--- config.mk ---
export PLATFORM = sky130hd
export DESIGN_NAME = inResponder
export DESIGN_NICKNAME = d
export VERILOG_FILES = /design/src/control/inResponder.sv
export SDC_FILE = /design/constraint.sdc
export NUM_CORES = 1
export LEC_CHECK = 0
export ABC_AREA = 0
export BUFFER_PORTS_ARGS = -buffer_cell sky130_fd_sc_hd__clkbuf_2
export CAP_MARGIN = 0
export CORE_UTILIZATION = 50
export CTS_CLUSTER_DIAMETER = 200
export DETAILED_ROUTE_END_ITERATION = 12
export PLACE_DENSITY_LB_ADDON = 0.2
export SETUP_SLACK_MARGIN = 0.15
export SYNTH_ARGS = -nofsm -noshare
export SYNTH_HDL_FRONTEND = slang
export SYNTH_SLANG_ARGS = --single-unit
--- constraint.sdc ---
create_clock -name USB_Clk -period 3.09 [get_ports USB_Clk]
set_clock_uncertainty 0.15 [all_clocks]
set_input_delay 0.309 -clock USB_Clk [delete_from_list [all_inputs] [get_ports USB_Clk]]
set_output_delay 0.309 -clock USB_Clk [all_outputs]
set_load 0.01 [all_outputs]
--- src/control/inResponder.sv ---
`default_nettype none

module inResponder (
   input  wire         USB_Clk,
   input  wire         softReset,
   input  wire         loadResponse,
   input  wire  [15:0] responseValue,
   input  wire  [1:0]  responseSize,
   input  wire         inReady,
   input  wire         inWaitRequest,
   input  wire         inAck,
   output logic [7:0]  inData,
   output logic        inZeroLength,
   output logic        inSequence,
   output logic        lastByte
);
   logic [15:0] shiftReg;
   logic [1:0]  size;
   logic [1:0]  count;    // Bytes already taken
   logic        take;

   assign take         = inReady && !inWaitRequest;
   assign inData       = shiftReg[7:0];   // LSB first
   assign inZeroLength = (size == 2'd0);  // Status stage
   assign lastByte     = (count + 2'd1 == size);

   always_ff @(posedge USB_Clk) begin
      if (softReset) begin
         size       <= 2'd0;
         count      <= 2'd0;
         inSequence <= 1'b0;
      end else begin
         if (inAck) inSequence <= !inSequence;
         if (loadResponse) begin
            size       <= responseSize;
            count      <= 2'd0;
            inSequence <= 1'b1;   // First IN after SETUP is DATA1
         end else if (take) begin
            count <= count + 2'd1;
         end
      end
   end

   // Payload shift, held during wait-request
   always_ff @(posedge USB_Clk) begin
      if (loadResponse) shiftReg <= responseValue;
      else if (take)    shiftReg <= {8'h00, shiftReg[15:8]};
   end

endmodule

`default_nettype wire

==> flow_summary.toml, run 1 <==
[logic_synthesis]
yosysSeqAreaShare = 0.630
ys_ff_latch = 21
syn_area_per_cell_sq_um = 14.0
ys_types = 17
yosysTopAreaCell = "edfxtp_1"
synthCells = 66
yosysWarnings = 0
yosys.area.top_type_share = 0.522
synthTopCellsByArea = "edfxtp_1 (52%), dfxtp_1 (11%), mux2_2 (9.8%)"
synth_nets = 90
synth_area_sq_um = 921

[worst_setup_path]
crit_slowest_cell = "dfxtp_1"
critPathBufInv = 1
critPathMaxFanout = 3
cp_cell_sequence = "xor2_1 > nand3b_1 > o21ai_0 > clkbuf_2"
cp.arrival_ns = 1.19
crit_path_max_incr_delay_ns = 0.38
path_class = "flip-flop to output pin"
critPathCaptureType = "output pin"
required_ns = 2.63
crit_family = "flip-flops"
worst_setup_path_start_kind = "flip-flop"

[routing]
first_pass_iters = 4
route.detailed.drc = 0
drt-initial-drc-count = 5
viasPerCell = 4.57
via_count = 544
ant_nets = 0
wire_per_inst_microns = 9.39
drt_wl_total_mm = 1.12

[cts]
clock-sinks = 21
clock_path_buffers = 2
ctsResizeCount = 0
hold_buffers = 0
cts.reportedPaths.clkPinSlew_ns = 0.10
cts_tree = "yes"
clk_latency_ns = 0.29
numCtsBuffers = 3
cts_max_level = 1
cts_root_buffer = "clkbuf_4"
post-cts-setup-buffers = 0

[layout]
mostFrequentLayoutCell = "clkbuf_2"
num_antenna_cells = 0
fillers = 156
nNetsFinal = 119
final_cell_mix = "clkbuf_2 (34), edfxtp_1 (16), mux2_2 (8), and2_1 (8)"
multiInputGateArea_sq_um = 264
syn2layout_area_growth_pct = 16.4
register_area_sq_um = 581
final_cell_area_sq_um = 1070
drive_above_1_share = 0.489

[sta]
worst_pin_slew_ns = 0.421
slew_headroom = 0.719
finalHoldViolations = 0
finalCritPeriodShare = 0.532
finalSetupTns_ns = 0
rsz0062_at_grt = "no"
max_freq_ghz = 0.608
setup_viol = 0
slew_violations = 0
min_period_ns = 1.64
hold_slack_ns = 0.0827

[global_routing]
antenna_found_initial = 0
grt-ovfl-total = 0
grt_max_degree = 23
grt_pass1_wl_mm = 1.79
grt.total_usage = 0.129
grt_pass1_vias = 471

[power_and_ir_drop]
leakage_nw = 0.466
ir_worst_vdd_mv = 0.314
power.density_nw_per_um2 = 494

[placement]
finalWeightedCongestion = 0.629
port_buffers = 34
dpl_cell_area_sq_um = 1050

[floorplan]
die_area_sq_um = 2020
die_w_microns = 44.9
num_io_pins = 35
start_util = 0.533
coreArea_sq_um = 1730
die_h_microns = 44.9
fp-row-count = 15

[outcome]
status = "complete, no violations"

[hold_path]
hold_class = "primary input to flip-flop"

[run]
cap_viol_max_count = 0
## where the power goes
part / leakage (nW) / total [mW] / switching, mW / internal (mW)
Combinational: 0.249 / 0.0676 / 0.0311 / 0.0365
Sequential: 0.203 / 0.339 / 0.00704 / 0.332
Clock: 0.0150 / 0.123 / 0.0729 / 0.0502
## layer usage
metal	vias up	part of all wire	track usage	wire length, microns
met1	240	0.40	0.135	451
met5	-	0	0	0
met2	25	0.51	0.221	566
met3	2	0.080	0.0240	89
met4	0	0.0090	0.109	10
li1	277	-	-	-
## state kept, by name, summed over array words and instances, names as in the netlist
signal      cells
count           2
shiftReg       16
size            2
inSequence      1
## synth_stat cells, drive strengths merged
cell type	instances
edfxtp	16
buf	10
and2	8
mux2	8
dfxtp	5
nor2	5
xor2	3
mux2i	2
nand3b	2
nor3	2
and2b	1
nand2b	1
o21ai	1
or2	1
xnor2	1
## per-stage QoR
stage / utilization / cells / setup WS (ns) / total power [mW]
floorplan: - / 66 / 1.77 / 0.397
global placement: 0.606 / 115 / 1.53 / 0.412
detailed placement: 0.606 / 115 / 1.49 / 0.414
CTS: 0.621 / 119 / 1.42 / 0.537
global route: 0.621 / 119 / 1.33 / 0.557
finish: 0.621 / 119 / 1.45 / 0.529
## worst paths after layout
check / start / to / slack [ns] / cells after the start
worst max-delay path: size[1] / lastByte / 1.45 / 4
worst min-delay path: softReset / inSequence / 0.08 / 2
worst max register to register: shiftReg[14] / shiftReg[6] / 2.07 / 1
worst min register to register: size[1] / size[1] / 0.40 / 2
## kinds of logic (layout without fill, tap and decap cells)
family          count (synthesis)  in the layout  share of synthesized area
flops                          21             21                      0.630
mux                            10             10                      0.120
simple gates                   20             20                      0.124
compound gates                  1              1                    0.00543
xor+xnor                        4              4                     0.0381
buf+inv                        10             38                     0.0829
## cell type report
cell class                 count  share of cell area
timing repair buffer          34               0.159
tap                           25              0.0292
multi-input combinational     35               0.246
sequential                    21               0.541
clock buffer                   4              0.0245
(Power assumes the default switching activity.)
==> inputs of run 2 (changes only) <==
- CORE_UTILIZATION: 50 -> 47
- clock period: 3.09 -> 1.52 ns (I/O delays scaled with it)
==> run 2 against run 1 <==
Combinational power grew to 2.6 times the previous value. Non-clock buffer count is 19 higher. Register-to-register slack lost 1.6 ns. Flip-flop and latch count unchanged. Core utilization rose by 9.1 points. Global-route usage up 1.1 points. Worst setup slack worse by 1.3 ns. First-iteration DRC count up 140%. Largest power group unchanged. Sequential share of layout area shrank 8.0 points. Critical endpoint unchanged. Die area is 6.1% higher. Routed wire length grew 20%. Clock-buffer cell count stayed put. Highest routed layer unchanged.
==> flow_summary.toml, run 2 (synthesized netlist as in run 1, its figures left out) <==
[global_routing]
grt_pass1_vias = 504
grt_max_degree = 17
antenna_found_initial = 0
grt.total_usage = 0.139
grt-ovfl-total = 0
grt_pass1_wl_mm = 2.03

[floorplan]
die_h_microns = 46.3
die_w_microns = 46.3
die_area_sq_um = 2140
num_io_pins = 35
start_util = 0.516
coreArea_sq_um = 1780
fp-row-count = 15

[routing]
wire_per_inst_microns = 9.72
via_count = 604
drt-initial-drc-count = 12
drt_wl_total_mm = 1.34
route.detailed.drc = 0
viasPerCell = 4.38
ant_nets = 0
first_pass_iters = 4

[worst_setup_path]
r2r_cells = 1
reg2reg_to = "shiftReg[3]"
worst_setup_path_start_kind = "flip-flop"
crit_family = "flip-flops"
crit_path_max_incr_delay_ns = 0.38
critPathBufInv = 1
required_ns = 1.22
critPathMaxFanout = 3
reg2reg_setup_slack_ns = 0.48
cp.arrival_ns = 1.11
cp_cell_sequence = "xor2_2 > nand3b_1 > o21ai_1 > buf_2"
crit_slowest_cell = "dfxtp_4"
r2r-start = "shiftReg[11]"
path_class = "flip-flop to output pin"
critPathCaptureType = "output pin"

[hold_path]
whs_path_depth = 2
hold_class = "primary input to flip-flop"
worstHoldStart = "responseValue[1]"
min_to = "shiftReg[1]"

[layout]
num_antenna_cells = 0
register_area_sq_um = 586
nNetsFinal = 138
syn2layout_area_growth_pct = 37.9
largest_register = "shiftReg"
multiInputGateArea_sq_um = 272
fin_cells = 138
drive_above_1_share = 0.451
final_cell_mix = "clkbuf_2 (33), dlygate4sd3_1 (17), edfxtp_1 (16)"
largestRegisters = "shiftReg (16), count (2), size (2)"
largest_register_ffs = 16
mostFrequentLayoutCell = "clkbuf_2"
fillers = 133
final_cell_area_sq_um = 1270

[sta]
slew_violations = 0
worst_pin_slew_ns = 0.337
setup_viol = 0
finalCritPeriodShare = 0.931
rsz0062_at_grt = "yes"
min_period_ns = 1.41
max_freq_ghz = 0.707
finalSetupTns_ns = 0
finalHoldViolations = 0
slew_headroom = 0.775

[placement]
dpl_cell_area_sq_um = 1050
port_buffers = 34
finalWeightedCongestion = 0.644
post-dp-hpwl_microns = 864
dpl.cell_count = 116

[cts]
cts_tree = "yes"
cts_max_level = 1
clock_path_buffers = 2
clk_latency_ns = 0.29
clock-sinks = 21
cts.reportedPaths.clkPinSlew_ns = 0.11
numCtsBuffers = 3
cts_root_buffer = "clkbuf_4"

[power_and_ir_drop]
ir_worst_vdd_mv = 0.542
leakage_nw = 0.549
p_total_mw = 1.12
power.density_nw_per_um2 = 881

[run]
cap_viol_max_count = 0

[outcome]
status = "complete, no violations"
==> run 2: cell types whose count changed in the layout (fill, tap and decap cells not counted) <==
cell / delta
dfxtp_4: +1
xor2_2: +1
dfxtp_1: -2
dlygate4sd3_1: +17
clkbuf_2: -1
o21ai_0: -1
buf_2: +1
dfxtp_2: +1
o21ai_1: +1
buf_4: +2
xor2_1: -1
==> run 2: where the power goes <==
part           internal, mW  switching (mW)  total [mW]
combinational         0.106          0.0700       0.176
clock                 0.102           0.151       0.253
sequential            0.674          0.0157       0.690
==> run 2: cell type report <==
type                       count  share of cell area
timing repair buffer          53               0.280
tap                           25              0.0246
clock buffer                   4              0.0207
sequential                    21               0.461
multi-input combinational     35               0.214
==> run 2: worst max-delay path by stage <==
stage | slack [ns] | to | cells past startpoint | from
after floorplan | 0.35 | shiftReg[0] | 2 | inWaitRequest
after global placement | 0.22 | shiftReg[3] | 3 | inWaitRequest
after detailed placement | 0.21 | shiftReg[3] | 3 | inWaitRequest
after CTS | 0.06 | lastByte | 4 | size[1]
after global routing | -0.007 | lastByte | 4 | size[1]
final | 0.11 | lastByte | 4 | size[1]
==> run 2: what timing repair did <==
item	in CTS	in global routing
pin swaps	1	1
endpoints found under the hold margin	13	5
setup endpoints to repair	1	1
buffers inserted	0	1
resized for setup	2	4
hold buffers	12	5
==> run 2: stage by stage <==
stage | hold slack (ns) | setup slack, ns | utilization
final | 0.00913 | 0.106 | 0.712
after global routing | 0.000175 | -0.00672 | 0.712
after CTS | 0.000105 | 0.0626 | 0.674
after detailed placement | 0.245 | 0.213 | 0.591
after global placement | 0.238 | 0.224 | 0.591
after floorplan | 0.0744 | 0.354 | -
==> run 2: layer usage <==
| layer | up-vias | global-route usage | share of wire |
|---|---|---|---|
| met1 | 261 | 0.166 | 0.44 |
| met4 | 0 | 0.0882 | 0.019 |
| met2 | 25 | 0.214 | 0.49 |
| li1 | 314 | - | - |
| met5 | - | 0 | 0 |
| met3 | 4 | 0.0471 | 0.045 |
