`config.mk`:
```
export PLATFORM = sky130hd
export DESIGN_NAME = setupControl
export DESIGN_NICKNAME = d
export VERILOG_FILES = /design/src/common/usbAudioPkg.sv /design/src/control/setupControl.sv
export SDC_FILE = /design/constraint.sdc
export NUM_CORES = 1
export LEC_CHECK = 0
export BUFFER_PORTS_ARGS = -buffer_cell sky130_fd_sc_hd__buf_2
export CAP_MARGIN = 20
export CORE_MARGIN = 2
export CORE_UTILIZATION = 35
export CTS_BUF_LIST = sky130_fd_sc_hd__clkbuf_2
export CTS_CLUSTER_DIAMETER = 60
export DETAILED_ROUTE_END_ITERATION = 10
export GPL_TIMING_DRIVEN = 0
export PLACE_DENSITY_LB_ADDON = 0.25
export SYNTH_ARGS = -nofsm -noshare
export SYNTH_HDL_FRONTEND = slang
export SYNTH_SLANG_ARGS = --single-unit
```
`constraint.sdc`:
```
create_clock -name USB_Clk -period 2.47 [get_ports USB_Clk]
set_input_delay 0.494 -clock USB_Clk [delete_from_list [all_inputs] [get_ports USB_Clk]]
set_output_delay 0.494 -clock USB_Clk [all_outputs]
set_load 0.01 [all_outputs]
```
`src/common/usbAudioPkg.sv`:
```
`default_nettype none

package usbAudioPkg;

   // ------------------------------
   // Control requests
   // ------------------------------
   typedef enum logic [7:0] {
      SET_CUR           = 8'h01,   // Audio class
      SET_ADDRESS       = 8'h05,
      GET_DESCRIPTOR    = 8'h06,   // Always stalled here
      SET_CONFIGURATION = 8'h09,
      SET_INTERFACE     = 8'h0B,
      GET_CUR           = 8'h81,   // Audio class
      GET_MIN           = 8'h82,
      GET_MAX           = 8'h83,
      GET_RES           = 8'h84
   } requestCodeT;

   typedef enum logic [3:0] {
      idle,
      getRequest, getValueLow, getValueHigh,   // One state per SETUP byte
      getIndexLow, getIndexHigh,
      getLengthLow, getLengthHigh,
      getEoP,
      setAddress, setConfiguration, setInterface,
      setControl, getControl, sendControl
   } controlStateT;

   // Feature unit addressing
   localparam logic [7:0]  MUTE_CONTROL        = 8'h01;
   localparam logic [7:0]  VOLUME_CONTROL      = 8'h02;
   localparam logic [15:0] FEATURE_UNIT_TARGET = 16'h0002;   // Unit 0, interface 2
   localparam logic [15:0] STREAM_INTERFACE    = 16'd1;

   // Volume in 1/256 dB steps
   localparam logic [15:0] VOLUME_RESET = 16'h1400;   // 20 dB
   localparam logic [15:0] VOLUME_MIN   = 16'h0000;
   localparam logic [15:0] VOLUME_MAX   = 16'h7FFF;
   localparam logic [15:0] VOLUME_RES   = 16'h0001;

   // ------------------------------
   // Streaming path
   // ------------------------------
   localparam int FIFO_ADDR_BITS = 10;
   localparam logic [FIFO_ADDR_BITS-1:0] FIFO_PREFILL = 10'd384;   // 2 ms of stereo
   localparam logic [31:0] SAMPLE_INCREMENT = 32'h0041_8937;      // 1000 clocks per sample
   localparam logic [9:0]  PWM_MIDPOINT     = 10'd500;
   localparam logic [3:0]  AUDIO_ENDPOINT   = 4'd1;

endpackage

`default_nettype wire

```
`src/control/setupControl.sv`:
```
`default_nettype none

module setupControl (
   input  wire         USB_Clk,
   input  wire         softReset,
   input  wire  [3:0]  endpoint,
   input  wire         outSetup,
   input  wire         outSoP,
   input  wire         outEoP,
   input  wire  [7:0]  outData,
   input  wire         outValid,
   input  wire         inAck,
   input  wire         error,
   input  wire         inWaitRequest,
   input  wire  [15:0] getValue,
   input  wire         getValid,
   input  wire         lastByte,
   output logic [6:0]  address,
   output logic        stall,
   output logic        inReady,
   output logic        writeMute,
   output logic        writeVolumeLeft,
   output logic        writeVolumeRight,
   output logic        writeAltSetting,
   output logic [15:0] writeValue,
   output logic        loadResponse,
   output logic [15:0] responseValue,
   output logic [1:0]  responseSize,
   output usbAudioPkg::requestCodeT requestCode,
   output logic [7:0]  controlSelect,
   output logic [7:0]  channelSelect,
   output logic [15:0] target
);
   import usbAudioPkg::*;

   controlStateT state;
   controlStateT dispatchState;
   logic [1:0]   requestType;     // bmRequestType[6:5]
   logic [15:0]  value;           // wValue
   logic [15:0]  index;           // wIndex
   logic [15:0]  dataWord;        // SET_CUR payload
   logic         dataStageDone;
   logic         muteSel;
   logic         leftSel;
   logic         rightSel;
   logic         setState;
   logic         commit;

   assign controlSelect = value[15:8];
   assign channelSelect = value[7:0];
   assign target        = index;

   // ------------------------------
   // Feature unit decode
   // ------------------------------
   assign muteSel  = (target == FEATURE_UNIT_TARGET) && (controlSelect == MUTE_CONTROL)
                     && (channelSelect == 8'd0);
   assign leftSel  = (target == FEATURE_UNIT_TARGET) && (controlSelect == VOLUME_CONTROL)
                     && (channelSelect == 8'd1);
   assign rightSel = (target == FEATURE_UNIT_TARGET) && (controlSelect == VOLUME_CONTROL)
                     && (channelSelect == 8'd2);

   // Registers change on the status acknowledge
   assign commit           = (state == setControl) && dataStageDone && inAck;
   assign writeMute        = commit && muteSel;
   assign writeVolumeLeft  = commit && leftSel;
   assign writeVolumeRight = commit && rightSel;
   assign writeAltSetting  = (state == setInterface) && inAck && (index == STREAM_INTERFACE);
   assign writeValue       = (state == setInterface) ? value : dataWord;

   // Zero length status for set requests
   assign setState = (state == setAddress) || (state == setConfiguration)
                     || (state == setInterface) || (state == setControl);
   assign loadResponse  = (setState && !inReady) || ((state == getControl) && getValid);
   assign responseValue = getValue;
   assign responseSize  = (state != getControl)          ? 2'd0 :
                          (controlSelect == MUTE_CONTROL) ? 2'd1 : 2'd2;

   // Request dispatch
   always_comb begin
      dispatchState = idle;   // Unsupported, stalls
      if (requestType == 2'b00) begin   // Standard
         case (requestCode)
            SET_ADDRESS:       dispatchState = setAddress;
            SET_CONFIGURATION: dispatchState = setConfiguration;
            SET_INTERFACE:     dispatchState = setInterface;
            GET_DESCRIPTOR:    dispatchState = idle;   // No descriptor ROM
            default:           dispatchState = idle;
         endcase
      end else if (requestType == 2'b01) begin   // Class
         case (requestCode)
            SET_CUR:                            dispatchState = setControl;
            GET_CUR, GET_MIN, GET_MAX, GET_RES: dispatchState = getControl;
            default:                            dispatchState = idle;
         endcase
      end
   end

   // ------------------------------
   // Control FSM
   // ------------------------------
   always_ff @(posedge USB_Clk) begin
      if (softReset) begin
         state         <= idle;
         address       <= '0;
         stall         <= 1'b0;
         inReady       <= 1'b0;
         dataStageDone <= 1'b0;
      end else if (outValid && outSoP && outSetup) begin   // SETUP overrides everything
         requestType   <= outData[6:5];
         stall         <= 1'b0;
         inReady       <= 1'b0;
         dataStageDone <= 1'b0;
         state         <= getRequest;
      end else if (endpoint == 4'd0) begin
         case (state)
            getRequest: if (outValid) begin
               requestCode <= requestCodeT'(outData);
               state       <= getValueLow;
            end
            getValueLow: if (outValid) begin
               value[7:0] <= outData;
               state      <= getValueHigh;
            end
            getValueHigh: if (outValid) begin
               value[15:8] <= outData;
               state       <= getIndexLow;
            end
            getIndexLow: if (outValid) begin
               index[7:0] <= outData;
               state      <= getIndexHigh;
            end
            getIndexHigh: if (outValid) begin
               index[15:8] <= outData;
               state       <= getLengthLow;
            end
            // wLength unused, responses are fixed size
            getLengthLow:  if (outValid) state <= getLengthHigh;
            getLengthHigh: if (outValid) state <= getEoP;
            getEoP: if (outValid && outEoP) begin
               state <= dispatchState;
               if (dispatchState == idle) stall <= 1'b1;
            end
            setAddress, setConfiguration, setInterface: begin
               if (inAck) begin
                  inReady <= 1'b0;
                  state   <= idle;
                  if (state == setAddress) address <= value[6:0];
               end else begin
                  inReady <= 1'b1;   // Status IN
               end
            end
            setControl: begin
               if (inAck) begin
                  inReady <= 1'b0;
                  state   <= idle;
               end else begin
                  inReady <= 1'b1;
                  if (outValid && outEoP) begin
                     dataStageDone <= 1'b1;
                     if (!(muteSel || leftSel || rightSel)) begin   // Wrong target
                        stall   <= 1'b1;
                        inReady <= 1'b0;
                        state   <= idle;
                     end
                  end else if (outValid) begin
                     dataWord <= {outData, dataWord[15:8]};   // LSB first
                  end
               end
            end
            getControl: begin
               dataStageDone <= 1'b0;
               if (getValid) begin
                  inReady <= 1'b1;
                  state   <= sendControl;
               end else begin
                  stall <= 1'b1;
                  state <= idle;
               end
            end
            sendControl: begin
               if (outValid && outEoP) begin   // Status OUT ends the transfer
                  inReady <= 1'b0;
                  state   <= idle;
               end else if (inReady) begin
                  if (!inWaitRequest && lastByte) inReady <= 1'b0;
               end else if (inAck) begin
                  dataStageDone <= 1'b1;
               end else if (error && !dataStageDone) begin
                  state <= getControl;   // Resend the data packet
               end
            end
            default: state <= idle;
         endcase
      end
   end

endmodule

`default_nettype wire

```
==> qor.csv, run 1 <==
stage;metric;value;unit
layout;n_antenna_cell;0;
sta;max_slew.worst_pin.slew;0.7486;ns
setup_path;r2r_slack;0.18;ns
floorplanning;initial_core_util;35.62;%
layout;seq_area;2029;um2
hold_path;hp-start;outData[1];
power;p_per_area;462.8;nW/um2
sta;setup_viol;3;
synth;yosysWarnings;0;
floorplanning;rows;36;
floorplanning;die_w;103.0;um
setup_path;worstSetupEndpointType;output port;
cts;clk_latency;0.50;ns
synth;synth_cell_types;57;
grt;antenna_found_initial;0;
sta;finalHoldViolCount;0;
synth;syn_area;3433;um2
setup_path;path_class;register to output port;
sta;fin_crit_sh;110.8;%
setup_path;required;1.98;ns
cts;h-tree-depth;3;
grt;grt_busiest_layer;met2;
grt;grt_overflow;0;
layout;filler_cell_count;924;
setup_path;crit_family;simple AND/OR/NAND/NOR gates;
drt;drc;0;
layout;final_util;47.59;%
power;ir_worst_vdd;0.4260;mV
layout;final_area;4587;um2
setup_path;worstSetupStartpointType;register;
drt;via_count;2823;
drt;drt_wl_total;9.537;mm
synth;ys_ff_latch;72;
cts;clock_path_buffers;2;
synth;synth_top_family_by_area;simple AND/OR/NAND/NOR gates;
drt;firstDrtPassIters;4;
drt;avgViaCountPerCell;5.199;
sta;finClkSkew;0.02121;ns
synth;async_reset_ff_share;0;%
layout;multiInputGateArea;1338;um2
layout;syn2layout_area_growth;33.60;%
synth;seq_area_frac_synth;58.89;%
sta;max_freq;365.5;MHz
synth;synth_mux_area_share;7.580;%
sta;max-slew-margin-rel;49.64;%
setup_path;path_buf_inv;1;
place;io_buffer_count;107;
grt;gr-usage-met1;24.03;%
power;power;2.123;mW
place;dpl.cell_count;517;
setup_path;cp_max_fo;3;
synth;synth_nets;314;
cts;cts_tree;built;
floorplanning;io_pins;127;
power;cellLeakagePower;1.842;nW
synth;synth-simple-area-share;17.67;%
hold_path;whs_endpoint;requestCode[1];
layout;fin_cells;543;
grt;grt_usage;17.66;%
sta;layout_setup_ws;-0.2662;ns
setup_path;r2r_end;state[0];
sta;rsz0062_at_grt;yes;
setup_path;arrival;2.24;ns
run;maxCapViolations;0;
synth;synth_top_flop_cell;edfxtp_1;
sta;period_needed;2.736;ns
sta;final.setup.tns;-0.6735;ns
place;dpl.hpwl;6.865;mm
synth;synth_edf_count;58;
grt;grt_pass1_wl;13.95;mm
cts;clock-sinks;72;
cts;clk_pin_slew_worst_paths;0.22;ns
drt;post_drt_wl_per_cell;17.56;um
status;violations;negative setup slack;
cts;cts_buffers;9;
floorplanning;die_h;103.0;um
layout;drive_gt1_share;48.54;%
synth;synthAdderAreaFrac;0;%
hold_path;whs_path_depth;1;
floorplanning;core_region_area;9639;um2
synth;synth_compound_gate_area_share;9.949;%
status;status;finished with violations;
cts;root_buffer;clkbuf_2;
synth;synthCells;275;
drt;drtAntennaViolNets;0;
setup_path;regToRegStartpoint;target[14];
sta;hold_ws;0.2376;ns
grt;grt_max_degree;14;
synth;synth_xor_area_share;0.2551;%
place;place_area;4170;um2
floorplanning;die-area;10620;um2
place;gp_congestion;0.8712;
layout;nets;444;
synth;syn_avg_cell_area;12.48;um2
grt;grt_pass1_vias;2603;
grt;use_met3;3.593;%
setup_path;rr_worst_depth;7;
setup_path;path_cells;nor4_2 -> nand4_1 -> nor2_1 -> nand4_1 -> nor4_2 -> buf_2;
setup_path;slowest_delay;0.45;ns
setup_path;worst_path_max_delay_cell;edfxtp_1;
sta;maxSlewViolCount;0;
hold_path;hold_path.class;primary input to register;
place;place_ws;-0.4164;ns
grt;grtUsageMet2;28.17;%
drt;dr.first_iter.drc_count;177;
-- flip-flops by register name (all words and copies together) (netlist names), 2 cells and up --
name         count
dataWord        16
target          16
value           16
requestCode      8
address          7
state            4
requestType      2
-- power breakdown --
group          switching, mW  internal [mW]
Combinational         0.0725         0.0584
Sequential           0.00223           1.31
Clock                  0.439          0.244
Total                  0.514           1.61
-- how the worst max path moves through the flow --
| stage | start | end | slack, ns | cells past startpoint |
|---|---|---|---|---|
| 6_report | target[14] | writeMute | -0.27 | 6 |
| 5_1_grt | target[10] | writeMute | -0.47 | 6 |
| 4_1_cts | target[14] | writeMute | -0.28 | 6 |
| 3_5_place_dp | softReset | target[5] | -0.42 | 5 |
| 3_3_place_gp | softReset | value[13] | -0.91 | 4 |
| 2_1_floorplan | softReset | value[10] | 0.08 | 4 |
-- cells by family after synthesis --
family / count (synthesis)
buffers and inverters: 33
flip-flops: 72
XOR/XNOR: 1
AND/OR/NAND/NOR: 100
multiplexers: 24
AO/OA/AOI/OAI: 45
-- cells in the final DEF, fill, tap and decap left out, drive strengths merged, types with 3 or more instances in the layout --
master	count
mux2	16
o21ai	6
nand4b	3
nand2b	3
nand4	4
buf	142
nand3	6
o31ai	5
clkinv	3
a211oi	3
nor2	24
clkbuf	15
o22ai	3
nor3	7
nor3b	6
nor2b	3
mux2i	8
dfxtp	14
nand3b	4
nor4	9
nand2	12
o31a	3
a21oi	9
and2	3
inv	6
edfxtp	58
-- synth_stat cells (4+ instances only) --
cell type | instances | area [um2]
nor4_2 | 4 | 50.05
mux2i_1 | 8 | 80.08
mux2_1 | 9 | 101.4
buf_4 | 17 | 127.6
buf_2 | 5 | 25.02
clkbuf_1 | 6 | 22.52
nor4_1 | 5 | 31.28
nor3_1 | 7 | 35.03
edfxtp_1 | 58 | 1742
nand3b_1 | 4 | 30.03
nand3_1 | 6 | 30.03
nand4_1 | 4 | 25.02
dfxtp_1 | 14 | 280.3
nor2_1 | 24 | 90.09
o21ai_0 | 4 | 20.02
inv_1 | 5 | 18.77
nor3b_1 | 6 | 45.04
nand2_1 | 12 | 45.04
a21oi_1 | 8 | 40.04
mux2_2 | 7 | 78.83
o31ai_1 | 5 | 37.54
-- cell type report --
cell class / count / share of cell area (%)
Sequential cell: 72 / 44.24
Tap cell: 133 / 3.628
Inverter: 5 / 0.4092
Clock inverter: 6 / 1.500
Buffer: 28 / 4.965
Multi-Input combinational cell: 170 / 29.16
Clock buffer: 10 / 1.091
Timing Repair Buffer: 119 / 15.00
-- layer usage --
| metal | up-vias | routed length [um] |
|---|---|---|
| li1 | 1313 | - |
| met1 | 1371 | 4198 |
| met2 | 126 | 4518 |
| met3 | 13 | 661 |
| met4 | 0 | 159 |
| met5 | - | 0 |
-- worst reg2reg max path: cells and delay by family, from the launching register on --
family | cells | cell delay (ns)
and+or+nand+nor | 3 | 1.04
DFF | 1 | 0.45
AOI/OAI and AO/OA | 2 | 0.32
buffers and inverters | 2 | 0.36
-- what timing repair did --
item                                   4_1_cts  5_1_grt
gates resized for setup                     19       39
gates cloned                                 0        1
endpoints found under the hold margin        0        0
pin swaps                                    7        2
setup endpoints to repair                   22       28
hold buffers                                 0        0
buffers inserted                             5        4
(Power assumes the default switching activity.)
==> run 2, diff against run 1 <==
Settings changed: CORE_UTILIZATION 35 to 46.
==> run 2 against run 1 <==
Effect of this change:
- the run still ends with negative setup slack left
- non-clock buffer count up 8
- cell count down 4.8%
- first-iteration DRC count down 6.8%
- die area down 23%
- fmax about the same
- sequential power about the same
- sequential share of layout area down 0.19 points
- via count up 2.3%
- clock power up 10%
- combinational power about the same
- critical path type unchanged
- largest power group unchanged
- highest routed layer unchanged
==> qor.csv, run 2 (synthesis gave the netlist of run 1 again) <==
stage;metric;value;unit
cts;clk_latency;0.48;ns
cts;clk_pin_slew_worst_paths;0.21;ns
place;gp_congestion;0.8643;
layout;final_util;63.52;%
power;pwr-share-clk;34.4;%
layout;drive_gt1_share;49.04;%
floorplanning;initial_core_util;47.33;%
cts;root_buffer;clkbuf_2;
cts;cts_tree;built;
power;cellLeakagePower;1.885;nW
power;pwr-share-comb;5.9;%
drt;drt_wl_total;9.483;mm
floorplanning;core_region_area;7253;um2
run;maxCapViolations;0;
place;dpl.cell_count;483;
status;status;finished with violations;
drt;post_drt_wl_per_cell;18.34;um
setup_path;path_cells;nor4_4 -> nand4_1 -> nor2_1 -> nand4_1 -> nor4_2 -> buf_2;
cts;cts.hold.buffers_added;0;
sta;max-slew-margin-rel;58.48;%
setup_path;path_class;register to output port;
sta;layout_setup_ws;-0.2647;ns
sta;max_freq;365.7;MHz
place;io_buffer_count;107;
drt;avgViaCountPerCell;5.588;
floorplanning;io_pins;127;
sta;maxSlewViolCount;0;
setup_path;cp_max_fo;3;
power;p_sw;483.6;uW
power;ir_worst_vdd;0.4044;mV
layout;fin_cells;517;
power;p_per_area;475.7;nW/um2
grt;grt_usage;22.02;%
sta;finClkSkew;0.02140;ns
layout;final_cell_mix;102 x buf_2, 58 x edfxtp_1, 36 x buf_4;
cts;h-tree-depth;3;
sta;max_slew.worst_pin.slew;0.6194;ns
power;swShare;22.06;%
drt;drc;0;
layout;syn2layout_area_growth;34.18;%
power;p_int;1.708;mW
layout;layout_commonest_cell;buf_2;
drt;drtAntennaViolNets;0;
setup_path;worstSetupStartpointType;register;
layout;multiInputGateArea;1326;um2
setup_path;worstSetupEndpointType;output port;
grt;grt_pass1_wl;14.00;mm
cts;clock-sinks;72;
setup_path;crit_top_cell;nand4_1;
sta;fin_crit_sh;110.7;%
sta;finalHoldViolCount;0;
floorplanning;die_w;90.39;um
power;pwr-share-seq;59.8;%
setup_path;worst_path_max_delay_cell;edfxtp_1;
setup_path;slowest_delay;0.49;ns
floorplanning;die_h;90.39;um
layout;n_antenna_cell;0;
sta;setup_viol;3;
drt;firstDrtPassIters;5;
sta;rsz0062_at_grt;yes;
layout;filler_cell_count;585;
floorplanning;die-area;8170;um2
setup_path;arrival;2.24;ns
grt;grt_pass1_vias;2702;
grt;antenna_found_initial;0;
drt;dr.first_iter.drc_count;165;
setup_path;required;1.98;ns
grt;grt_overflow;0;
sta;final.setup.tns;-0.6835;ns
cts;cts_buffers;9;
place;dpl.hpwl;6.671;mm
layout;nets;452;
layout;seq_area;2029;um2
grt;grt_max_degree;13;
sta;period_needed;2.735;ns
power;power;2.192;mW
floorplanning;rows;31;
drt;via_count;2889;
cts;clock_path_buffers;2;
hold_path;hold_path.class;primary input to register;
status;violations;negative setup slack;
-- run 2: metal layers --
metal  vias to the layer above  routed length, um  global-route usage [%]  share of wire [%]
li1                       1327                  -                       -                  -
met1                      1405               4182                   29.24                 44
met2                       139               4489                   35.59                 47
met3                        18                665                   4.591                7.0
met4                         0                145                   8.590                1.5
met5                         -                  0                       0                  0
-- run 2: per-stage QoR --
step | hold WS [ns] | setup WS (ns) | area [um2]
3_5_place_dp | 0.4353 | -0.4473 | 4128
6_report | 0.2772 | -0.2647 | 4607
4_1_cts | 0.2403 | -0.1776 | 4402
2_1_floorplan | 0.4204 | 0.07587 | 3443
3_3_place_gp | 0.4246 | -0.9036 | 4103
5_1_grt | 0.2417 | -0.4689 | 4607
-- run 2: worst paths after layout --
kind | from | to | slack [ns] | depth (start not counted)
max | value[12] | writeMute | -0.26 | 6
min | outData[1] | dataWord[9] | 0.28 | 1
max reg2reg | target[4] | state[0] | 0.18 | 7
min reg2reg | dataWord[15] | dataWord[7] | 0.48 | 0
-- run 2: power by group through the flow --
stage | Sequential (mW) | Combinational, mW | Clock (mW)
2_1_floorplan | 1.34 | 0.0666 | 0
3_3_place_gp | 1.34 | 0.121 | 0
3_5_place_dp | 1.34 | 0.122 | 0
4_1_cts | 1.31 | 0.125 | 0.770
5_1_grt | 1.31 | 0.138 | 0.810
6_report | 1.31 | 0.129 | 0.753
-- run 2: critical path, delay by kind of cell, from the launching register on --
| family | cells | cell delay [ns] |
|---|---|---|
| AND/OR/NAND/NOR | 5 | 1.12 |
| buffers and inverters | 1 | 0.17 |
| flip-flops | 1 | 0.49 |
-- run 2: final cells by class --
cell class / instances / area share (%)
plain buffers: 28 / 4.861
clock inverters: 5 / 1.765
flip-flops and latches: 72 / 44.05
clock buffers: 11 / 1.195
multi-input cells: 170 / 28.79
repair buffers: 127 / 16.24
inverters: 5 / 0.4074
well taps: 99 / 2.689
-- run 2: what timing repair did --
action,in CTS,in global routing
pin swaps,6,7
gates cloned,0,1
setup buffers,9,8
gates resized for setup,21,31
setup endpoints to repair,21,39
