### src/common/usbAudioPkg.sv
`default_nettype none

package usbAudioPkg;

   // ------------------------------
   // Control requests
   // ------------------------------
   typedef enum logic [7:0] {
      SET_CUR           = 8'h01,   // Audio class
      SET_ADDRESS       = 8'h05,
      GET_DESCRIPTOR    = 8'h06,   // Always stalled here
      SET_CONFIGURATION = 8'h09,
      SET_INTERFACE     = 8'h0B,
      GET_CUR           = 8'h81,   // Audio class
      GET_MIN           = 8'h82,
      GET_MAX           = 8'h83,
      GET_RES           = 8'h84
   } requestCodeT;

   typedef enum logic [3:0] {
      idle,
      getRequest, getValueLow, getValueHigh,   // One state per SETUP byte
      getIndexLow, getIndexHigh,
      getLengthLow, getLengthHigh,
      getEoP,
      setAddress, setConfiguration, setInterface,
      setControl, getControl, sendControl
   } controlStateT;

   // Feature unit addressing
   localparam logic [7:0]  MUTE_CONTROL        = 8'h01;
   localparam logic [7:0]  VOLUME_CONTROL      = 8'h02;
   localparam logic [15:0] FEATURE_UNIT_TARGET = 16'h0002;   // Unit 0, interface 2
   localparam logic [15:0] STREAM_INTERFACE    = 16'd1;

   // Volume in 1/256 dB steps
   localparam logic [15:0] VOLUME_RESET = 16'h1400;   // 20 dB
   localparam logic [15:0] VOLUME_MIN   = 16'h0000;
   localparam logic [15:0] VOLUME_MAX   = 16'h7FFF;
   localparam logic [15:0] VOLUME_RES   = 16'h0001;

   // ------------------------------
   // Streaming path
   // ------------------------------
   localparam int FIFO_ADDR_BITS = 10;
   localparam logic [FIFO_ADDR_BITS-1:0] FIFO_PREFILL = 10'd384;   // 2 ms of stereo
   localparam logic [31:0] SAMPLE_INCREMENT = 32'h0041_8937;      // 1000 clocks per sample
   localparam logic [9:0]  PWM_MIDPOINT     = 10'd500;
   localparam logic [3:0]  AUDIO_ENDPOINT   = 4'd1;

endpackage

`default_nettype wire

### src/audio/audioPwm.sv
`default_nettype none

module audioPwm (
   input  wire         USB_Clk,
   input  wire         softReset,
   input  wire         mute,
   input  wire  [31:0] sampleWord,
   output logic        sampleStrobe,
   output logic [1:0]  audio
);
   import usbAudioPkg::*;

   logic [31:0] phase;      // 48 kHz accumulator
   logic        phaseMsb;
   logic [9:0]  pwmCount;
   logic [9:0]  leftDuty;
   logic [9:0]  rightDuty;
   logic        leftPwm;
   logic        rightPwm;

   assign sampleStrobe = phase[31] && !phaseMsb;   // Rising MSB

   always_ff @(posedge USB_Clk) begin
      if (softReset) begin
         phase     <= '0;
         phaseMsb  <= 1'b0;
         pwmCount  <= '0;
         leftDuty  <= '0;
         rightDuty <= '0;
         leftPwm   <= 1'b0;
         rightPwm  <= 1'b0;
      end else begin
         phase    <= phase + SAMPLE_INCREMENT;
         phaseMsb <= phase[31];
         if (sampleStrobe) begin
            // Top 9 bits of the sample, signed, around the midpoint
            leftDuty  <= {sampleWord[15], sampleWord[15:7]} + PWM_MIDPOINT;
            rightDuty <= {sampleWord[31], sampleWord[31:23]} + PWM_MIDPOINT;
            pwmCount  <= '0;
         end else begin
            pwmCount <= pwmCount + 10'd1;
         end
         leftPwm  <= (leftDuty > pwmCount);
         rightPwm <= (rightDuty > pwmCount);
      end
   end

   assign audio = mute ? 2'b00 : {leftPwm, rightPwm};

endmodule

`default_nettype wire

### config.mk
export PLATFORM = sky130hd
export DESIGN_NAME = audioPwm
export DESIGN_NICKNAME = d
export VERILOG_FILES = /design/src/common/usbAudioPkg.sv /design/src/audio/audioPwm.sv
export SDC_FILE = /design/constraint.sdc
export NUM_CORES = 1
export LEC_CHECK = 0
export ABC_CLOCK_PERIOD_IN_PS = 3690
export BUFFER_PORTS_ARGS = -buffer_cell sky130_fd_sc_hd__buf_2
export CAP_MARGIN = 10
export CORE_UTILIZATION = 50
export CTS_CLUSTER_SIZE = 20
export DETAILED_ROUTE_END_ITERATION = 10
export PLACE_DENSITY = 0.7
export SYNTH_ARGS = -nofsm -noshare
export SYNTH_HDL_FRONTEND = slang
export SYNTH_SLANG_ARGS = --single-unit
### constraint.sdc
create_clock -name USB_Clk -period 3.69 [get_ports USB_Clk]
set_clock_uncertainty 0.2 [all_clocks]
set_input_delay 0.1845 -clock USB_Clk [delete_from_list [all_inputs] [get_ports USB_Clk]]
set_output_delay 0.1845 -clock USB_Clk [all_outputs]
set_load 0.05 [all_outputs]
==> results of run 1 <==
metrics by stage:
step / utilization [%] / instance area (um^2) / cells / total power, mW / hold slack, ns
6_report: 60.0 / 3810 / 500 / 1.68 / 0.0272
5_1_grt: 60.0 / 3810 / 500 / 1.77 / 0.0400
4_1_cts: 60.0 / 3810 / 500 / 1.70 / 0.0228
3_5_place_dp: 54.7 / 3470 / 473 / 1.01 / 0.215
3_3_place_gp: 54.7 / 3470 / 473 / 1.00 / 0.200
2_1_floorplan: - / 3290 / 382 / 0.953 / 0.0654
report_power, final:
part | internal (mW) | switching [mW] | leakage (nW)
clock | 0.419 | 0.263 | 0.111
sequential | 0.743 | 0.0448 | 0.529
combinational | 0.101 | 0.114 | 0.873
critical path, stage by stage (launching register included):
cell,delay (ns)
dfxtp_1,0.30
nand2b_1,0.41
inv_1,0.76
buf_2,0.40
per-layer routing:
layer	part of all wire [%]	global-route usage (%)
met5	0	0
met3	4.0	6.06
met4	0.84	6.90
met2	46	31.5
met1	49	25.7
area by class of cell:
cell class | instances | area (um^2)
fill | 556 | 2540
multi-input combinational | 286 | 1870
sequential | 65 | 1300
timing repair buffer | 36 | 240
clock buffer | 14 | 163
tap | 77 | 96.3
inverter | 20 | 75.1
clock inverter | 2 | 60.1
cells by family after synthesis:
family                     count (synthesis)
and+or+nand+nor                          146
AOI/OAI and AO/OA                         82
DFF                                       65
buffers and inverters                     31
xor gates and xnor gates                  28
adders and majority gates                 24
muxes                                      6
cells in the mapped netlist (2+ instances only):
library cell | instances | area (um^2)
a311oi_1 | 2 | 17.5
nor3_1 | 5 | 25.0
a21oi_1 | 30 | 150
buf_1 | 3 | 11.3
inv_1 | 20 | 75.1
o31a_1 | 3 | 26.3
nor4_1 | 2 | 12.5
nand2b_1 | 4 | 25.0
nor2_1 | 54 | 203
and3_1 | 3 | 18.8
xnor2_1 | 18 | 158
o21ai_1 | 2 | 10.0
nand2_1 | 30 | 113
nor2b_1 | 11 | 68.8
mux2_1 | 4 | 45.0
a21o_1 | 8 | 60.1
and2_1 | 2 | 12.5
dfxtp_1 | 65 | 1300
ha_1 | 24 | 300
a21boi_1 | 2 | 15.0
nand3_1 | 11 | 55.1
o211ai_1 | 2 | 15.0
o21ai_0 | 10 | 50.1
xor2_1 | 10 | 87.6
or3_1 | 12 | 75.1
clkbuf_1 | 8 | 30.0
mux2_2 | 2 | 22.5
nand4_1 | 7 | 43.8
o211a_1 | 3 | 30.0
a211oi_1 | 10 | 75.1
sequential cells by signal, summed over array words and instances, names as in the netlist:
register   flops
phaseMsb       1
pwmCount      10
phase         32
leftDuty      10
leftPwm        1
rightPwm       1
rightDuty     10
worst max path at each step:
stage,slack (ns),endpoint,cells past startpoint,startpoint
after floorplan,1.74,leftDuty[5],5,phaseMsb
after global placement,1.44,sampleStrobe,3,phaseMsb
after detailed placement,1.41,sampleStrobe,3,phaseMsb
after CTS,1.05,sampleStrobe,3,phaseMsb
after global routing,0.93,sampleStrobe,3,phaseMsb
final,1.10,sampleStrobe,3,phaseMsb
cells in the final DEF, fill, tap and decap left out, types with 11 or more instances in the layout:
cell type      netlist  final
dfxtp_1             65     65
nand2_1             30     30
ha_1                24     24
xnor2_1             18     18
dlygate4sd3_1        0     11
nand3_1             11     11
nor2b_1             11     11
a21oi_1             30     30
inv_1               20     20
buf_2                0     23
nor2_1              54     54
clkbuf_8             0     11
or3_1               12     12
==> impl_metrics.ini, run 1 <==
[clock_network]
cts_tree = yes
ctsHtreeMaxLevel = 3
cts_hold_buf = 11
numClockSinks = 65
clock_latency_ns = 0.34
path_clk_slew_ns = 0.07
cts-root-buf = clkbuf_8
cts-resized-gates = 0
cts_setup_buffers = 0
cts_buffer_depth = 2
cts_buffers = 9

[setup_path]
worstReg2RegEnd = leftDuty[6]
worstPathMaxFanout = 29
r2r_start = phaseMsb
cp-end-kind = primary output
worstPathArrival_ns = 2.20
rr_worst_depth = 4
cp_data_required_time_ns = 3.31
cp-start-kind = flop
r2r_slack_ns = 1.57
crit_type = reg -> out

[cells_and_area]
nets = 477
area.growth.synth_to_final_pct = 15.7
antenna_cells = 0
drive_gt1_share_pct = 11.1

[yosys]
syn_avg_cell_area_um2 = 8.61
ys.flop_type = dfxtp_1
synthAdderAreaFrac_pct = 9.13
synth_nets = 441
async_reset_ff_share_pct = 0
synth-compound-area-share_pct = 16.9
synth_area_um2 = 3290
synth_cell_types = 45
synth_warnings = 0
synth_edf_count = 0
synth_simple_gate_area_share_pct = 21.4
synth_mux_area_share_pct = 2.05
synth_top_family_by_area = simple AND/OR/NAND/NOR gates
synth-xor-area-share_pct = 7.46
yosysSeqAreaShare_pct = 39.6
synth_seq_cells = 65
syn_inst = 382

[power]
p_per_area_nw_per_um2 = 442
irDropWorstVdd_uv = 285
leakage_nw = 1.51

[grt]
grt_pass1_wl_um = 11100
grt-ovfl-total = 0
track_usage_pct = 19.9
antenna_found_initial = 0
grt_max_degree = 32
grt_pass1_vias = 2568

[timing]
rsz0062_at_grt = no
fin_ws_ns = 1.10
finalHoldViolCount = 0
finalSetupTns_ns = 0
slew_viol_final = 0
tightest_slew_ns = 0.836
clock.fmax_mhz = 386
period_minus_slack_ns = 2.59
period_share_pct = 70.1
slew-limit-headroom_pct = 44.2
finalSetupViolCount = 0

[die]
dieArea_um2 = 6910
core_area_um2 = 6350
io_pins = 38
start_util_pct = 51.8
die_x_um = 83.1
die_h_um = 83.1
fp-row-count = 29

[routing]
detail_route.vias_per_cell = 5.35
drt_iter0_drc = 77
drtAntennaViolNets = 0
wl_um = 6400
num_vias = 2673
first_pass_iters = 4
post-route-drc-count = 0
wl_per_cell_um = 12.8

[hold_path]
hold_depth = 3
whs_endpoint = leftDuty[6]
worstHoldStart = sampleWord[13]
hold_path.class = in -> reg

[placed_design]
finalWeightedCongestion = 0.794
dp_hpwl_um = 4420
io_buffer_count = 23
dp_slack_ns = 1.41

[run_status]
outcome = complete, no violations

[run]
maxCapViolations = 0
Power figures use the tool's default switching activity.
==> run 2: changes to the inputs <==
--- a/config.mk
+++ b/config.mk
@@ -5,13 +5,13 @@
 export SDC_FILE = /design/constraint.sdc
 export NUM_CORES = 1
 export LEC_CHECK = 0
-export ABC_CLOCK_PERIOD_IN_PS = 3690
+export ABC_CLOCK_PERIOD_IN_PS = 2300
 export BUFFER_PORTS_ARGS = -buffer_cell sky130_fd_sc_hd__buf_2
 export CAP_MARGIN = 10
 export CORE_UTILIZATION = 50
 export CTS_CLUSTER_SIZE = 20
 export DETAILED_ROUTE_END_ITERATION = 10
-export PLACE_DENSITY = 0.7
+export PLACE_DENSITY = 0.73
 export SYNTH_ARGS = -nofsm -noshare
 export SYNTH_HDL_FRONTEND = slang
 export SYNTH_SLANG_ARGS = --single-unit
==> constraint.sdc (replaced) <==
create_clock -name USB_Clk -period 2.3 [get_ports USB_Clk]
set_clock_uncertainty 0.2 [all_clocks]
set_input_delay 0.115 -clock USB_Clk [delete_from_list [all_inputs] [get_ports USB_Clk]]
set_output_delay 0.115 -clock USB_Clk [all_outputs]
set_load 0.05 [all_outputs]
==> run 2 against run 1 <==
  * Hold slack improved by 0.23 ns
  * Power up 73%
  * Clock power up 89%
  * Wire length is 4.1% higher
  * Critical path depth grew 2
  * Worst setup slack worse by 0.85 ns
  * Register-to-register slack got worse by 1.3 ns
  * Die area unchanged
  * Core utilization grew 2.9 points
  * Via count rose by 2.7%
  * Critical path type is now reg -> reg
  * Flip-flop and latch count unchanged
  * Non-clock buffer count rose by 15
==> impl_metrics.ini, run 2 (same netlist as run 1, synthesis figures left out) <==
[run_status]
outcome = complete, no violations

[clock_network]
ctsHtreeMaxLevel = 3
path_clk_slew_ns = 0.08
numClockSinks = 65
cts_tree = yes
cts-root-buf = clkbuf_8
cts_buffer_depth = 2
clock_latency_ns = 0.34
cts_buffers = 9

[routing]
wl_per_cell_um = 12.9
post-route-drc-count = 0
num_vias = 2745
detail_route.vias_per_cell = 5.33
wl_um = 6650
first_pass_iters = 4
drt_iter0_drc = 133
drtAntennaViolNets = 0

[timing]
slew-limit-headroom_pct = 67.1
tightest_slew_ns = 0.492
slew_viol_final = 0
period_share_pct = 88.9
finalSetupTns_ns = 0
period_minus_slack_ns = 2.04
rsz0062_at_grt = no
finalSetupViolCount = 0
fin_hold_ws_ns = 0.262
finalHoldViolCount = 0
clock.fmax_mhz = 489

[die]
io_pins = 38
fp-row-count = 29
core_area_um2 = 6350
dieArea_um2 = 6910
start_util_pct = 51.8
die_x_um = 83.1
die_h_um = 83.1

[cells_and_area]
fin_cells = 515
largest_reg_flops = 32
layout_commonest_cell = dfxtp_1
area.growth.synth_to_final_pct = 21.3
regMostFlops = phase
final_cell_mix = dfxtp_1 (65), nor2_1 (54), nand2_1 (30), a21oi_1 (30), ha_1 (24)
n_fill_cell = 542
antenna_cells = 0
nets = 492
drive_gt1_share_pct = 12.3

[placed_design]
dp_hpwl_um = 4600
io_buffer_count = 23
finalWeightedCongestion = 0.782
placed_cells = 477

[setup_path]
crit_chain = o31ai_1 > o211ai_1 > a31oi_4 > nor3b_1 > mux2_2
worstPathMaxFanout = 8
critPathMaxStageDelay_ns = 0.43
r2r_start = phase[3]
cp-end-kind = flop
worstPathArrival_ns = 2.07
cp_data_required_time_ns = 2.33
rr_worst_depth = 5
cp-start-kind = flop
crit_type = reg -> reg
critPathSlowestCell = dfxtp_1
crit_start = phase[3]

[power]
irDropWorstVdd_uv = 606
swShare_pct = 24.6
combPwrFrac_pct = 12.5
p_int_mw = 2.20
p_sw_mw = 0.718
p_per_area_nw_per_um2 = 731
leakage_nw = 1.60
total_power_mw = 2.92
clockPowerShare_pct = 44.2
seq_power_share_pct = 43.3

[run]
maxCapViolations = 0

[grt]
antenna_found_initial = 0
grt_max_degree = 20
track_usage_pct = 20.7
grt_pass1_wl_um = 11500
grt-ovfl-total = 0
grt_pass1_vias = 2558

[hold_path]
worstHoldStart = leftDuty[4]
hold_depth = 2
hold_path.class = reg -> reg
[run 2: cell count changes in the layout (fill, tap and decap cells not counted)]
cell,change
dlygate4sd3_1,+11
buf_4,+4
clkbuf_1,-3
bufinv_16,+2
clkbuf_8,-2
clkinv_4,+2
clkinv_2,+1
[run 2: through the flow]
step | instance area (um^2) | worst slack [ns] | utilization [%]
6_report | 3990 | 0.255 | 62.9
5_1_grt | 3990 | 0.144 | 62.9
4_1_cts | 3990 | 0.247 | 62.9
3_5_place_dp | 3500 | 0.263 | 55.2
3_3_place_gp | 3500 | 0.293 | 55.2
2_1_floorplan | 3290 | 0.353 | -
[run 2: path summary, 6_finish.rpt]
| kind | end | slack (ns) |
|---|---|---|
| max | phase[31] | 0.26 |
| min | leftDuty[4] | 0.26 |
| max reg2reg | phase[31] | 0.26 |
| min reg2reg | leftDuty[4] | 0.26 |
[run 2: critical path, delay by kind of cell, from the launching register on]
kind / cells / cell delay, ns
and+or+nand+nor: 1 / 0.25
AOI/OAI and AO/OA: 3 / 0.68
muxes: 1 / 0.36
DFF: 1 / 0.43
[run 2: repair_timing]
item	CTS	global route
endpoints found under the hold margin	27	0
buffers inserted	0	0
hold buffers	22	0
gates resized for setup	0	0
setup endpoints to repair	0	0
[run 2: power groups by stage]
stage          Combinational, mW  Clock, mW  Sequential [mW]
6_report                   0.363       1.29             1.26
5_1_grt                    0.406       1.37             1.28
4_1_cts                    0.362       1.31             1.26
3_5_place_dp               0.331          0             1.29
3_3_place_gp               0.322          0             1.29
2_1_floorplan              0.258          0             1.27
[run 2: routing by layer]
metal / share of wire, % / vias up / global-route usage, %
li1: - / 1435 / -
met1: 49 / 1273 / 26.6
met2: 46 / 33 / 33.7
met3: 3.4 / 4 / 5.77
met4: 0.81 / 0 / 6.43
met5: 0 / - / 0
[run 2: final cells by class]
cell class	instances	area [um^2]	share of cell area [%]
Sequential cell	65	1300	32.6
Timing Repair Buffer	51	380	9.53
Multi-Input combinational cell	286	1870	46.9
Clock buffer	9	124	3.10
Clock inverter	7	143	3.57
Inverter	20	75.1	1.88
Tap cell	77	96.3	2.41
==> run 3: changes to the inputs <==
--- a/config.mk
+++ b/config.mk
@@ -11,6 +11,7 @@
 export CORE_UTILIZATION = 50
 export CTS_CLUSTER_SIZE = 20
 export DETAILED_ROUTE_END_ITERATION = 10
+export MAX_ROUTING_LAYER = met4
 export PLACE_DENSITY = 0.73
 export SYNTH_ARGS = -nofsm -noshare
 export SYNTH_HDL_FRONTEND = slang
==> run 3 against run 2 <==
  * Final area unchanged
  * Maximum frequency down 0.15%
  * Core utilization unchanged
  * Register-to-register slack about the same
  * Worst setup slack worse by 0.0030 ns
  * Wire length about the same
  * Critical endpoint is now leftDuty[6]
==> impl_metrics.ini, run 3 (same netlist as run 1, synthesis figures left out) <==
[run_status]
outcome = complete, no violations

[setup_path]
r2r_start = phase[3]
cp-start-kind = input port
r2r_slack_ns = 0.26
rr_worst_depth = 5
cp-end-kind = flop
worstReg2RegEnd = phase[31]
worstPathArrival_ns = 2.10
cp_data_required_time_ns = 2.36
crit_type = in -> reg
worstPathMaxFanout = 3

[placed_design]
placed_cell_area_um2 = 3500
finalWeightedCongestion = 0.793
io_buffer_count = 23
dp_slack_ns = 0.263
placed_cells = 477
dp_hpwl_um = 4600

[power]
total_power_mw = 2.92
leakage_nw = 1.60
p_per_area_nw_per_um2 = 731
irDropWorstVdd_uv = 606

[clock_network]
numClockSinks = 65
path_clk_slew_ns = 0.07
cts-root-buf = clkbuf_8
ctsHtreeMaxLevel = 3
cts_buffer_depth = 2
cts_setup_buffers = 0
cts_buffers = 9
cts_tree = yes
clock_latency_ns = 0.34

[timing]
period_minus_slack_ns = 2.05
finalHoldViolCount = 0
period_share_pct = 89.0
finalSetupViolCount = 0
slew-limit-headroom_pct = 66.4
clock.fmax_mhz = 488
tightest_slew_ns = 0.503
slew_viol_final = 0
fin_ws_ns = 0.252
rsz0062_at_grt = no
finalSetupTns_ns = 0
fin_hold_ws_ns = 0.263

[routing]
detail_route.vias_per_cell = 5.39
wl_per_cell_um = 12.9
drt_iter0_drc = 114
drtAntennaViolNets = 0
num_vias = 2776
first_pass_iters = 4
wl_um = 6650
post-route-drc-count = 0

[die]
die_h_um = 83.1
io_pins = 38
start_util_pct = 51.8
dieArea_um2 = 6910
die_x_um = 83.1
fp-row-count = 29
core_area_um2 = 6350

[grt]
grt_max_degree = 20
grt_pass1_vias = 2554
track_usage_pct = 21.4
grt-ovfl-total = 0
grt_pass1_wl_um = 11500
antenna_found_initial = 0

[cells_and_area]
largest_reg_flops = 32
final_util_pct = 62.9
final_cell_mix = dfxtp_1 (65), nor2_1 (54), nand2_1 (30), a21oi_1 (30), ha_1 (24)
area.growth.synth_to_final_pct = 21.3
regMostFlops = phase
fin_area_um2 = 3990
fin_cells = 515
layout_commonest_cell = dfxtp_1
n_fill_cell = 542
drive_gt1_share_pct = 12.3
seqCellArea_um2 = 1300
antenna_cells = 0
nets = 492
multi_input_comb_area_um2 = 1870

[hold_path]
hold_path.class = reg -> reg
whs_endpoint = leftDuty[4]
hold_depth = 2
worstHoldStart = leftDuty[4]

[run]
maxCapViolations = 0
run 3: worst max-delay path: stages:
cell and delay (ns):
dlygate4sd3_1 0.55, buf_2 0.15, ha_1 0.23, nor3_1 0.20, xnor2_1 0.09, dlygate4sd3_1 0.56
a211oi_1 0.22
run 3: power by group:
group | total, mW | switching [mW] | leakage, nW | internal (mW)
combinational | 0.363 | 0.187 | 0.941 | 0.177
clock | 1.29 | 0.457 | 0.133 | 0.831
sequential | 1.26 | 0.0722 | 0.529 | 1.19
total | 2.92 | 0.716 | 1.60 | 2.20
run 3: repair_timing:
action,4_1_cts,5_1_grt
resized for setup,0,0
hold buffers,22,0
endpoints found under the hold margin,27,0
run 3: cell type report:
class | instances | area share [%]
sequential | 65 | 32.6
timing repair buffer | 51 | 9.53
inverter | 20 | 1.88
multi-input combinational | 286 | 46.9
clock buffer | 9 | 3.10
clock inverter | 7 | 3.57
tap | 77 | 2.41
run 3: metal layers:
layer  routed length, um  vias to the layer above  track usage, %
met3                 238                        2            6.06
met2                3130                       46            33.7
met4                  23                        0            6.43
met1                3260                     1290            26.7
met5                   0                        -               -
li1                    -                     1438               -
run 3: how the worst max path moves through the flow:
stage	cells past startpoint	slack (ns)	endpoint	from
after floorplan	5	0.35	leftDuty[5]	phaseMsb
final	7	0.25	leftDuty[6]	sampleWord[9]
after global placement	5	0.29	phase[31]	phase[17]
after detailed placement	5	0.26	phase[31]	phase[17]
after global routing	5	0.14	phase[31]	phase[17]
after CTS	5	0.25	phase[31]	phase[17]
